### src/include/pong_config.svh
// field, sprite, start position, speed, colour and score defines
`ifndef PONG_CONFIG_SVH
`define PONG_CONFIG_SVH

`define PONG_FIELD_W     160
`define PONG_FIELD_H     120
`define PONG_X_BITS      8 // 0..159
`define PONG_Y_BITS      7 // 0..119
`define PONG_SPRITE      4 // ball and paddle are both 4x4

// top-left corner limits, sprite must stay on screen
`define PONG_X_MAX       (`PONG_FIELD_W - `PONG_SPRITE)
`define PONG_Y_MAX       (`PONG_FIELD_H - `PONG_SPRITE)

`define PONG_BALL_X0     78
`define PONG_BALL_Y0     58
`define PONG_BALL_DX0    (-2) // serve goes left and down
`define PONG_BALL_DY0    2

`define PONG_PAD_L_X     2
`define PONG_PAD_R_X     152
`define PONG_PAD_Y0      58
`define PONG_PAD_SLOW    1
`define PONG_PAD_FAST    2

`define PONG_WIN         11
`define PONG_SCORE_BITS  4
`define PONG_COLOUR_BITS 3 // one bit per rgb channel
`define PONG_PAD_COLOUR  {`PONG_COLOUR_BITS{1'b1}} // white
`define PONG_BG_COLOUR   {`PONG_COLOUR_BITS{1'b0}} // black

`endif

### src/logic/pong_pkg.sv
// shared structs and enums for positions, pixels, paddle controls and game sequencing
`include "pong_config.svh"

package pong_pkg;

	// top-left corner of a sprite
	typedef struct packed {
		logic [`PONG_X_BITS-1:0] x;
		logic [`PONG_Y_BITS-1:0] y;
	} pos_t;

	// one framebuffer write
	typedef struct packed {
		logic [`PONG_X_BITS-1:0]      x;
		logic [`PONG_Y_BITS-1:0]      y;
		logic [`PONG_COLOUR_BITS-1:0] colour;
	} pixel_t;

	// player controls
	typedef struct packed {
		logic go;   // move this step
		logic up;   // toward row 0
		logic fast; // double step
	} paddle_cmd_t;

	typedef enum logic [1:0] {
		BALL,
		PAD_L,
		PAD_R
	} obj_t;

	typedef enum logic [1:0] {
		STEP_NONE,
		STEP_MOVE,
		STEP_RESET_POINT, // positions and serve velocity
		STEP_RESET_GAME   // same, plus scores
	} step_t;

	typedef enum logic [3:0] {
		SEQ_START,
		SEQ_SERVE,   // wait for serve release
		SEQ_WAIT,    // frame tick countdown
		SEQ_ERASE,
		SEQ_STEP,
		SEQ_DRAW,
		SEQ_CLEAR,   // wipe all sprites after a point
		SEQ_POINT,
		SEQ_OVER,
		SEQ_NEWGAME
	} seq_state_t;

endpackage

### src/logic/pong_physics.sv
// ball and paddle motion, wall and paddle bounce, scoring and position resets
`timescale 1ns/1ns
`include "pong_config.svh"

module pong_physics (
	input  logic                        clk,
	input  logic                        reset,
	input  pong_pkg::step_t             step_cmd_i,
	input  pong_pkg::obj_t              step_obj_i,
	input  pong_pkg::paddle_cmd_t       pad_l_i,
	input  pong_pkg::paddle_cmd_t       pad_r_i,
	output pong_pkg::pos_t              ball_o,
	output pong_pkg::pos_t              pad_l_o,
	output pong_pkg::pos_t              pad_r_o,
	output logic [`PONG_SCORE_BITS-1:0] score_l_o,
	output logic [`PONG_SCORE_BITS-1:0] score_r_o,
	output logic                        point_won_o
);
	localparam int XW     = `PONG_X_BITS;
	localparam int YW     = `PONG_Y_BITS;
	localparam int FACE_L = `PONG_PAD_L_X + `PONG_SPRITE; // column just right of left paddle
	localparam int FACE_R = `PONG_PAD_R_X - `PONG_SPRITE; // ball x touching right paddle

	pong_pkg::pos_t      ball_q;
	logic signed [XW:0]  dx_q;
	logic signed [YW:0]  dy_q;
	logic [YW-1:0]       pad_l_y_q, pad_r_y_q;

	logic                at_top, at_bot;
	logic signed [YW:0]  dy_eff;     // dy after any wall bounce
	logic [YW-1:0]       ball_ny;
	logic signed [XW:0]  ball_nx_s;  // unclamped
	logic [XW-1:0]       ball_nx;
	logic signed [XW:0]  dx_next;
	logic                near_l, near_r, hit_l, hit_r;
	logic                wall_l, wall_r;
	logic [YW-1:0]       pad_l_ny, pad_r_ny;
	logic                restart, clear_scores, move_ball;

	function automatic logic [YW-1:0] clamp_y(input logic signed [YW:0] v);
		logic [YW-1:0] r;
		if (v < 0)
			r = '0;
		else if (v > `PONG_Y_MAX)
			r = YW'(`PONG_Y_MAX);
		else
			r = v[YW-1:0];
		return r;
	endfunction

	// one paddle step, nothing without go
	function automatic logic [YW-1:0] pad_step(input logic [YW-1:0] y,
		input pong_pkg::paddle_cmd_t cmd);
		logic signed [YW:0] d;
		d = cmd.fast ? (YW+1)'(`PONG_PAD_FAST) : (YW+1)'(`PONG_PAD_SLOW);
		if (cmd.up)
			d = -d;
		if (!cmd.go)
			d = '0;
		return clamp_y($signed({1'b0, y}) + d);
	endfunction

	always_comb
	begin
		at_top  = ball_q.y == '0 && dy_q < 0;
		at_bot  = ball_q.y == YW'(`PONG_Y_MAX) && dy_q > 0;
		dy_eff  = (at_top || at_bot) ? -dy_q : dy_q; // flip before moving
		ball_ny = clamp_y($signed({1'b0, ball_q.y}) + dy_eff);

		wall_l    = ball_q.x == '0 && dx_q < 0;
		wall_r    = ball_q.x == XW'(`PONG_X_MAX) && dx_q > 0;
		ball_nx_s = $signed({1'b0, ball_q.x}) + dx_q;

		// rows overlap within sprite edge - 1
		near_l = (ball_q.y + (`PONG_SPRITE - 1) >= pad_l_y_q) &&
			(pad_l_y_q + (`PONG_SPRITE - 1) >= ball_q.y);
		near_r = (ball_q.y + (`PONG_SPRITE - 1) >= pad_r_y_q) &&
			(pad_r_y_q + (`PONG_SPRITE - 1) >= ball_q.y);
		hit_l  = dx_q < 0 && ball_q.x >= FACE_L && ball_nx_s <= FACE_L && near_l;
		hit_r  = dx_q > 0 && ball_q.x <= FACE_R && ball_nx_s >= FACE_R && near_r;

		if (hit_l)
			ball_nx = XW'(FACE_L); // snap onto face
		else if (hit_r)
			ball_nx = XW'(FACE_R);
		else if (ball_nx_s < 0)
			ball_nx = '0;
		else if (ball_nx_s > `PONG_X_MAX)
			ball_nx = XW'(`PONG_X_MAX);
		else
			ball_nx = ball_nx_s[XW-1:0];
		dx_next = (hit_l || hit_r) ? -dx_q : dx_q;

		pad_l_ny = pad_step(pad_l_y_q, pad_l_i);
		pad_r_ny = pad_step(pad_r_y_q, pad_r_i);
	end

	assign restart      = reset || step_cmd_i == pong_pkg::STEP_RESET_POINT ||
		step_cmd_i == pong_pkg::STEP_RESET_GAME;
	assign clear_scores = reset || step_cmd_i == pong_pkg::STEP_RESET_GAME;
	assign move_ball    = step_cmd_i == pong_pkg::STEP_MOVE && step_obj_i == pong_pkg::BALL;

	always_ff @(posedge clk)
	begin
		if (restart)
		begin
			ball_q    <= '{x: XW'(`PONG_BALL_X0), y: YW'(`PONG_BALL_Y0)};
			dx_q      <= (XW+1)'(`PONG_BALL_DX0);
			dy_q      <= (YW+1)'(`PONG_BALL_DY0);
			pad_l_y_q <= YW'(`PONG_PAD_Y0);
			pad_r_y_q <= YW'(`PONG_PAD_Y0);
		end
		else if (step_cmd_i == pong_pkg::STEP_MOVE)
		begin
			case (step_obj_i)
				pong_pkg::PAD_L: pad_l_y_q <= pad_l_ny;
				pong_pkg::PAD_R: pad_r_y_q <= pad_r_ny;
				default:
				begin
					if (!(wall_l || wall_r)) // ball parks on a side wall until reset
					begin
						ball_q <= '{x: ball_nx, y: ball_ny};
						dx_q   <= dx_next;
						dy_q   <= dy_eff;
					end
				end
			endcase
		end
	end

	always_ff @(posedge clk)
	begin
		if (clear_scores)
		begin
			score_l_o <= '0;
			score_r_o <= '0;
		end
		else if (move_ball)
		begin
			if (wall_l)
				score_l_o <= score_l_o + 1'b1; // left wall counts for left, as on the board
			if (wall_r)
				score_r_o <= score_r_o + 1'b1;
		end
		point_won_o <= !reset && move_ball && (wall_l || wall_r);
	end

	assign ball_o  = ball_q;
	assign pad_l_o = '{x: XW'(`PONG_PAD_L_X), y: pad_l_y_q};
	assign pad_r_o = '{x: XW'(`PONG_PAD_R_X), y: pad_r_y_q};

	a_on_field: assert property (@(posedge clk) disable iff (reset)
		step_cmd_i != pong_pkg::STEP_NONE |=> ball_q.x <= `PONG_X_MAX &&
		ball_q.y <= `PONG_Y_MAX && pad_l_y_q <= `PONG_Y_MAX && pad_r_y_q <= `PONG_Y_MAX);

endmodule

### src/logic/pong_sequencer.sv
// game FSM, frame tick counter, serve edge detect and erase/step/draw ordering
`timescale 1ns/1ns
`include "pong_config.svh"

module pong_sequencer #(
	parameter int tick_cycles = 200
) (
	input  logic                        clk,
	input  logic                        reset,
	input  logic                        serve_i,
	input  logic                        new_game_i,
	input  logic                        point_won_i,
	input  logic [`PONG_SCORE_BITS-1:0] score_l_i,
	input  logic [`PONG_SCORE_BITS-1:0] score_r_i,
	input  logic                        draw_done_i,
	output logic                        draw_start_o,
	output pong_pkg::obj_t              draw_obj_o,
	output logic                        draw_erase_o,
	output pong_pkg::step_t             step_cmd_o,
	output pong_pkg::obj_t              step_obj_o,
	output logic                        serving_o,
	output logic                        game_over_o
);
	localparam int TICK_W = $clog2(tick_cycles + 1);

	pong_pkg::seq_state_t state_q, state_d;
	pong_pkg::obj_t       obj_q, obj_d;
	logic [TICK_W-1:0]    tick_q;
	logic                 launch;    // draw_start on next cycle
	logic                 serve_q, serve_rel;
	logic                 point_q;   // ball left the field this frame
	logic                 won;

	assign serve_rel = serve_q && !serve_i; // high then low
	assign won       = score_l_i >= `PONG_WIN || score_r_i >= `PONG_WIN;

	always_comb
	begin
		state_d = state_q;
		obj_d   = obj_q;
		launch  = 1'b0;
		case (state_q)
			pong_pkg::SEQ_START: state_d = pong_pkg::SEQ_SERVE;
			pong_pkg::SEQ_SERVE:
				if (serve_rel)
					state_d = pong_pkg::SEQ_WAIT;
			pong_pkg::SEQ_WAIT:
				if (tick_q == '0) // frame tick
				begin
					state_d = pong_pkg::SEQ_ERASE;
					obj_d   = pong_pkg::BALL;
					launch  = 1'b1;
				end
			pong_pkg::SEQ_ERASE:
				if (draw_done_i)
					state_d = pong_pkg::SEQ_STEP;
			pong_pkg::SEQ_STEP:
			begin
				state_d = pong_pkg::SEQ_DRAW;
				launch  = 1'b1;
			end
			pong_pkg::SEQ_DRAW:
				if (draw_done_i)
				begin
					launch = obj_q != pong_pkg::PAD_R;
					if (obj_q == pong_pkg::PAD_R)
						state_d = pong_pkg::SEQ_WAIT; // frame done
					else if (obj_q == pong_pkg::BALL && point_q)
						state_d = pong_pkg::SEQ_CLEAR; // start wiping at the ball
					else
					begin
						state_d = pong_pkg::SEQ_ERASE;
						obj_d   = (obj_q == pong_pkg::BALL) ? pong_pkg::PAD_L : pong_pkg::PAD_R;
					end
				end
			pong_pkg::SEQ_CLEAR:
				if (draw_done_i)
				begin
					if (obj_q == pong_pkg::PAD_R)
						state_d = pong_pkg::SEQ_POINT;
					else
					begin
						obj_d  = (obj_q == pong_pkg::BALL) ? pong_pkg::PAD_L : pong_pkg::PAD_R;
						launch = 1'b1;
					end
				end
			pong_pkg::SEQ_POINT: state_d = won ? pong_pkg::SEQ_OVER : pong_pkg::SEQ_SERVE;
			pong_pkg::SEQ_OVER:
				if (new_game_i)
					state_d = pong_pkg::SEQ_NEWGAME;
			pong_pkg::SEQ_NEWGAME: state_d = pong_pkg::SEQ_SERVE;
			default: state_d = pong_pkg::SEQ_START;
		endcase
	end

	always_ff @(posedge clk)
	begin
		if (reset)
		begin
			state_q      <= pong_pkg::SEQ_START;
			obj_q        <= pong_pkg::BALL;
			tick_q       <= '0;
			serve_q      <= 1'b0;
			point_q      <= 1'b0;
			draw_start_o <= 1'b0;
		end
		else
		begin
			state_q      <= state_d;
			obj_q        <= obj_d;
			serve_q      <= serve_i;
			draw_start_o <= launch;
			if (state_d == pong_pkg::SEQ_WAIT && state_q != pong_pkg::SEQ_WAIT)
				tick_q <= TICK_W'(tick_cycles - 1); // counted from frame end
			else if (state_q == pong_pkg::SEQ_WAIT && tick_q != '0)
				tick_q <= tick_q - 1'b1;
			if (point_won_i)
				point_q <= 1'b1;
			else if (state_q == pong_pkg::SEQ_POINT)
				point_q <= 1'b0;
		end
	end

	always_comb
	begin
		case (state_q)
			pong_pkg::SEQ_STEP:    step_cmd_o = pong_pkg::STEP_MOVE;
			pong_pkg::SEQ_POINT:   step_cmd_o = pong_pkg::STEP_RESET_POINT;
			pong_pkg::SEQ_NEWGAME: step_cmd_o = pong_pkg::STEP_RESET_GAME;
			default:               step_cmd_o = pong_pkg::STEP_NONE;
		endcase
	end

	assign step_obj_o   = obj_q;
	assign draw_obj_o   = obj_q;
	assign draw_erase_o = state_q == pong_pkg::SEQ_ERASE || state_q == pong_pkg::SEQ_CLEAR;
	assign serving_o    = state_q == pong_pkg::SEQ_SERVE;
	assign game_over_o  = state_q == pong_pkg::SEQ_OVER;

	// plotter handshake, one sprite in flight at a time
	a_start_after_done: assert property (@(posedge clk) disable iff (reset)
		draw_start_o |=> !draw_start_o until_with draw_done_i);
	a_no_step_in_draw: assert property (@(posedge clk) disable iff (reset)
		draw_start_o |-> (step_cmd_o == pong_pkg::STEP_NONE) until_with draw_done_i);

endmodule

### src/logic/pong_top.sv
// paddle game top level, sequencer and physics feeding one sprite plotter
`timescale 1ns/1ns
`include "pong_config.svh"

module pong_top #(
	parameter int tick_cycles = 200
) (
	input  logic                         clk,
	input  logic                         reset,
	input  pong_pkg::paddle_cmd_t        pad_l_i,
	input  pong_pkg::paddle_cmd_t        pad_r_i,
	input  logic                         serve_i,
	input  logic                         new_game_i,
	input  logic [`PONG_COLOUR_BITS-1:0] ball_colour_i,
	output pong_pkg::pixel_t             pixel_o,
	output logic                         pixel_valid_o,
	input  logic                         pixel_ready_i,
	output logic [`PONG_SCORE_BITS-1:0]  score_l_o,
	output logic [`PONG_SCORE_BITS-1:0]  score_r_o,
	output logic                         serving_o,
	output logic                         game_over_o
);
	logic            draw_start, draw_erase, draw_done, point_won;
	pong_pkg::obj_t  draw_obj, step_obj;
	pong_pkg::step_t step_cmd;
	pong_pkg::pos_t  ball, pad_l, pad_r; // current sprite corners

	pong_sequencer #(.tick_cycles(tick_cycles)) pong_sequencer_i (
		.clk, .reset, .serve_i, .new_game_i,
		.point_won_i(point_won), .score_l_i(score_l_o), .score_r_i(score_r_o),
		.draw_done_i(draw_done), .draw_start_o(draw_start), .draw_obj_o(draw_obj),
		.draw_erase_o(draw_erase), .step_cmd_o(step_cmd), .step_obj_o(step_obj),
		.serving_o, .game_over_o);

	pong_physics pong_physics_i (
		.clk, .reset, .step_cmd_i(step_cmd), .step_obj_i(step_obj), .pad_l_i, .pad_r_i,
		.ball_o(ball), .pad_l_o(pad_l), .pad_r_o(pad_r),
		.score_l_o, .score_r_o, .point_won_o(point_won));

	sprite_plotter sprite_plotter_i (
		.clk, .reset, .draw_start_i(draw_start), .draw_obj_i(draw_obj),
		.draw_erase_i(draw_erase), .ball_i(ball), .pad_l_i(pad_l), .pad_r_i(pad_r),
		.ball_colour_i, .pixel_o, .pixel_valid_o, .pixel_ready_i,
		.draw_done_o(draw_done));

endmodule

### src/logic/sprite_plotter.sv
// 4x4 sprite walker emitting raster-order pixels over a valid/ready stream
`timescale 1ns/1ns
`include "pong_config.svh"

module sprite_plotter (
	input  logic                         clk,
	input  logic                         reset,
	input  logic                         draw_start_i,
	input  pong_pkg::obj_t               draw_obj_i,
	input  logic                         draw_erase_i,
	input  pong_pkg::pos_t               ball_i,
	input  pong_pkg::pos_t               pad_l_i,
	input  pong_pkg::pos_t               pad_r_i,
	input  logic [`PONG_COLOUR_BITS-1:0] ball_colour_i,
	output pong_pkg::pixel_t             pixel_o,
	output logic                         pixel_valid_o,
	input  logic                         pixel_ready_i,
	output logic                         draw_done_o
);
	localparam int SUB_W = $clog2(`PONG_SPRITE); // offset bits per axis
	localparam int CNT_W = 2 * SUB_W;

	pong_pkg::pos_t               origin_d, origin_q;
	logic [`PONG_COLOUR_BITS-1:0] colour_d, colour_q;
	logic [CNT_W-1:0]             cnt_q; // pixel index, x in low bits
	logic                         busy_q;
	logic                         start, xfer, last;

	assign start = draw_start_i && !busy_q;
	assign xfer  = busy_q && pixel_ready_i;
	assign last  = cnt_q == CNT_W'(`PONG_SPRITE * `PONG_SPRITE - 1);

	// origin and colour picked at start
	always_comb
	begin
		case (draw_obj_i)
			pong_pkg::PAD_L: origin_d = pad_l_i;
			pong_pkg::PAD_R: origin_d = pad_r_i;
			default:         origin_d = ball_i;
		endcase
		if (draw_erase_i)
			colour_d = `PONG_BG_COLOUR;
		else if (draw_obj_i == pong_pkg::BALL)
			colour_d = ball_colour_i;
		else
			colour_d = `PONG_PAD_COLOUR;
	end

	always_ff @(posedge clk)
	begin
		if (start)
		begin
			origin_q <= origin_d;
			colour_q <= colour_d;
		end
	end

	always_ff @(posedge clk)
	begin
		if (reset)
		begin
			busy_q      <= 1'b0;
			cnt_q       <= '0;
			draw_done_o <= 1'b0;
		end
		else
		begin
			draw_done_o <= 1'b0; // single cycle pulse
			if (start)
			begin
				busy_q <= 1'b1;
				cnt_q  <= '0;
			end
			else if (xfer)
			begin
				cnt_q <= cnt_q + 1'b1; // wraps back to 0 after pixel 15
				if (last)
				begin
					busy_q      <= 1'b0;
					draw_done_o <= 1'b1;
				end
			end
		end
	end

	// output comes straight from registers, so it cannot move while stalled
	always_comb
	begin
		pixel_o.x      = origin_q.x + `PONG_X_BITS'(cnt_q[SUB_W-1:0]);
		pixel_o.y      = origin_q.y + `PONG_Y_BITS'(cnt_q[CNT_W-1:SUB_W]);
		pixel_o.colour = colour_q;
	end
	assign pixel_valid_o = busy_q;

	a_stall_hold: assert property (@(posedge clk) disable iff (reset)
		pixel_valid_o && !pixel_ready_i |=> pixel_valid_o && $stable(pixel_o));

endmodule

### config.mk
export PLATFORM = sky130hd
export DESIGN_NAME = pong_top
export DESIGN_NICKNAME = d
export VERILOG_FILES = /design/src/logic/pong_pkg.sv /design/src/logic/pong_physics.sv /design/src/logic/pong_sequencer.sv /design/src/logic/pong_top.sv /design/src/logic/sprite_plotter.sv
export VERILOG_INCLUDE_DIRS = /design/src /design/src/include
export SDC_FILE = /design/constraint.sdc
export NUM_CORES = 1
export LEC_CHECK = 0
export BUFFER_PORTS_ARGS = -buffer_cell sky130_fd_sc_hd__buf_2
export CAP_MARGIN = 30
export CORE_UTILIZATION = 62
export CTS_BUF_LIST = sky130_fd_sc_hd__clkbuf_8 sky130_fd_sc_hd__clkbuf_16
export DETAILED_ROUTE_END_ITERATION = 8
export HOLD_SLACK_MARGIN = 0.06
export PLACE_DENSITY = 0.78
export SETUP_SLACK_MARGIN = 0.2
export SLEW_MARGIN = 5
export SYNTH_ARGS = -nofsm -noshare
export SYNTH_HDL_FRONTEND = slang
export SYNTH_SLANG_ARGS = --single-unit
### constraint.sdc
create_clock -name clk -period 3.7 [get_ports clk]
set_input_delay 0.37 -clock clk [delete_from_list [all_inputs] [get_ports clk]]
set_output_delay 0.37 -clock clk [all_outputs]
set_load 0.01 [all_outputs]
==> results_dict.tcl <==
set metrics [dict create \
    cp-start-kind "register" \
    synth_common_cells "74 x dfxtp_1, 72 x nor2_1, 70 x ha_1, 68 x a21oi_1, 64 x inv_1" \
    cp-end-kind "register" \
    relSlewSlack_pct 51.1 \
    syn_area_per_cell_um2 8.43 \
    antenna_found_initial 0 \
    finalNetCount 932 \
    rows 37 \
    synth_top_family_by_area "compound AO/OA/AOI/OAI gates" \
    multi_input_area_um2 4380 \
    cpPeakStageDelay_ns 0.52 \
    num_antenna_cells 0 \
    wl_per_cell_um 16.5 \
    cts_max_path_buffers 2 \
    synth_most_common_cell "dfxtp_1" \
    async_flop_share_pct 0 \
    worstSetupPathType "register to register" \
    tns_ns 0 \
    synthMuxAreaShare_pct 0.756 \
    ant_nets 0 \
    io_pins 43 \
    critPathMaxFanout 11 \
    synth_compound_area_share_pct 21.3 \
    cts_htree_levels 3 \
    r2r_cells 13 \
    track_usage_pct 29.5 \
    drt-met1-wl_um 7250 \
    yosysWarnings 0 \
    startpoint "pong_physics_i.ball_o[3]" \
    yosys.area_share.xor_xnor_pct 8.90 \
    hold_viol 0 \
    cts_tree "yes" \
    ys_ff_latch 92 \
    yosys.area_share.adder_pct 15.0 \
    period_needed_ns 3.31 \
    grt_pass1_vias 5816 \
    gp_congestion 0.955 \
    cts_buffers 9 \
    r2r_end "pong_physics_i.dx_q[8]" \
    die_h_um 107 \
    grt_start_max_net_pins 31 \
    synth_area_leaders "dfxtp_1 22%, ha_1 13%, edfxtp_1 8.0%" \
    crit_slowest_cell "dfxtp_1" \
    r2r_start "pong_physics_i.ball_o[3]" \
    seqCellArea_um2 2020 \
    grt_setup_unrepaired "yes" \
    die_x_um 107 \
    initial_utilization_pct 64.9 \
    syn_area_um2 6790 \
    grt_pass1_wl_um 26900 \
    worstHoldStart "serve_i" \
    yosysSeqAreaShare_pct 29.8 \
    crit_arrival_ns 3.55 \
    crit_chain "clkinvlp_4 -> or3_1 -> xnor2_1 -> ha_1 -> a21o_1 -> a21oi_1 -> o21ai_0 -> a211o_2 -> o2111ai_1 -> o41ai_2 -> buf_4 -> a211oi_1 -> a41oi_1" \
    netlist_instances 805 \
    endpoint "pong_physics_i.dx_q[8]" \
    wl_met3_um 915 \
    coreArea_um2 10500 \
    worstPathRequired_ns 3.94 \
    yosys_most_used_dff "dfxtp_1" \
    peakVddDrop_mv 0.318 \
    ctsHoldBuffers 0 \
    drt_iter0_drc 551 \
    leakagePower_nw 3.14 \
    root_buffer "clkbuf_8" \
    fmax_mhz 302 \
    fin_skew_ns 0.0185 \
    synthSimpleGateAreaFrac_pct 18.3 \
    slew_viol_final 0 \
    cap_violations 0 \
    area_growth_pct 7.80 \
    drc_errors 0 \
    cts.sinks 92 \
    period_share_pct 89.6 \
    design_area_um2 7320 \
    status "finished, final reports clean" \
    num-fill-cells 820 \
    yosysTopAreaCell "dfxtp_1" \
    p_per_area_nw_per_um2 254 \
    clk_latency_ns 0.39 \
    wirelength_um 16200 \
    worst_pin_slew_ns 0.733 \
    hpwl_um 12300 \
    cts.reportedPaths.clkPinSlew_ns 0.10 \
    highest_layer "met4" \
    via_per_inst 6.13 \
    die_area_um2 11400 \
    wl_met2_um 7720 \
    place_area_um2 7070 \
    syn-num-nets 896 \
    dr.pass1.iters 6 \
    dp_slack_ns 0.320 \
    yosysTopAreaCellShare_pct 21.8 \
    synth_edf_count 18 \
    ys_types 75 \
    setup_violations 0 \
    worstHoldPathType "input pin to register" \
    via_count 6021 \
    portBuffers 42 \
    worst_slack_ns 0.386 \
    drive_gt1_share_pct 10.6 \
    overflow 0 \
    ff2ff_setup_slack_ns 0.39 \
]
==> power by group <==
group          switching (mW)  internal, mW  leakage (nW)
Sequential            0.00911          1.02         0.751
Clock                   0.388         0.291         0.106
Combinational          0.0910        0.0573          2.28
Total                   0.489          1.37          3.14
==> worst max-delay path, delay by kind of cell (launching register included) <==
family	cells	cell delay, ns
DFF	1	0.52
and+or+nand+nor	1	0.40
adders and majority gates	1	0.29
xor gates and xnor gates	1	0.23
AOI/OAI and AO/OA	8	1.31
buffers and inverters	2	0.44
==> worst min-delay path by stage <==
| stage | end | slack, ns | cells after the start |
|---|---|---|---|
| CTS | pong_sequencer_i.serve_q | 0.19 | 2 |
| finish | pong_sequencer_i.serve_q | 0.21 | 2 |
| floorplan | pong_sequencer_i.point_q | 0.41 | 2 |
| detailed placement | pong_sequencer_i.point_q | 0.44 | 2 |
| global route | pong_sequencer_i.serve_q | 0.19 | 2 |
| global placement | pong_sequencer_i.point_q | 0.42 | 2 |
==> placed cells by master, fill, tap and decap left out, types with 19 or more instances in the layout <==
cell type and instances:
xnor2_1 50, buf_2 42, inv_1 65, nand3_1 22, nand2_1 44, a21oi_1 68, ha_1 69, dfxtp_1 73
nor2_1 72, o21ai_0 39, nor3_1 19
==> per-stage QoR <==
step,hold WS (ns),total power [mW],instances,utilization [%]
3_3_place_gp,0.424,1.19,963,67.6
6_report,0.211,1.86,982,69.9
2_1_floorplan,0.413,1.16,805,-
4_1_cts,0.193,1.87,979,69.5
5_1_grt,0.192,1.94,982,69.9
3_5_place_dp,0.437,1.20,963,67.6
==> cell families (layout without fill, tap and decap cells) <==
group           count (synthesis)  count (layout)
xor+xnor                       69              69
flops                          92              92
buf+inv                        94             135
other cells                     1               1
mux                             5               5
simple gates                  247             247
fa+ha+maj                      77              77
compound gates                220             220
==> registers in the layout, summed over array words and instances (netlist names) <==
register	cells
pong_physics_i.ball_o	15
pong_physics_i.dx_q	7
pong_physics_i.dy_q	6
pong_physics_i.pad_l_y_q	7
pong_physics_i.pad_r_y_q	7
pong_physics_i.point_won_o	1
pong_physics_i.score_l_o	4
pong_physics_i.score_r_o	4
pong_sequencer_i.draw_obj_o	2
pong_sequencer_i.draw_start_o	1
pong_sequencer_i.point_q	1
pong_sequencer_i.serve_q	1
pong_sequencer_i.state_q	4
pong_sequencer_i.tick_q	8
sprite_plotter_i.cnt_q	4
sprite_plotter_i.colour_q	3
sprite_plotter_i.draw_done_o	1
sprite_plotter_i.origin_q	15
sprite_plotter_i.pixel_valid_o	1
==> routing by layer <==
layer | global-route usage (%) | up-vias
met2 | 50.4 | 198
met5 | 0 | -
met3 | 6.81 | 32
li1 | - | 2954
met4 | 9.00 | 0
met1 | 36.8 | 2837
==> cell type report <==
type	count	share of cell area, %
inverters	65	3.39
clock buffers	10	2.04
repair buffers	54	4.10
clock inverters	6	0.667
multi-input cells	619	59.8
flip-flops and latches	92	27.7
well taps	136	2.33
==> timing repair <==
item | CTS | global route
resized for setup | 0 | 6
buffers inserted | 0 | 3
endpoints found under the setup margin | 0 | 7
No activity file was read; power rests on OpenSTA's default activity.
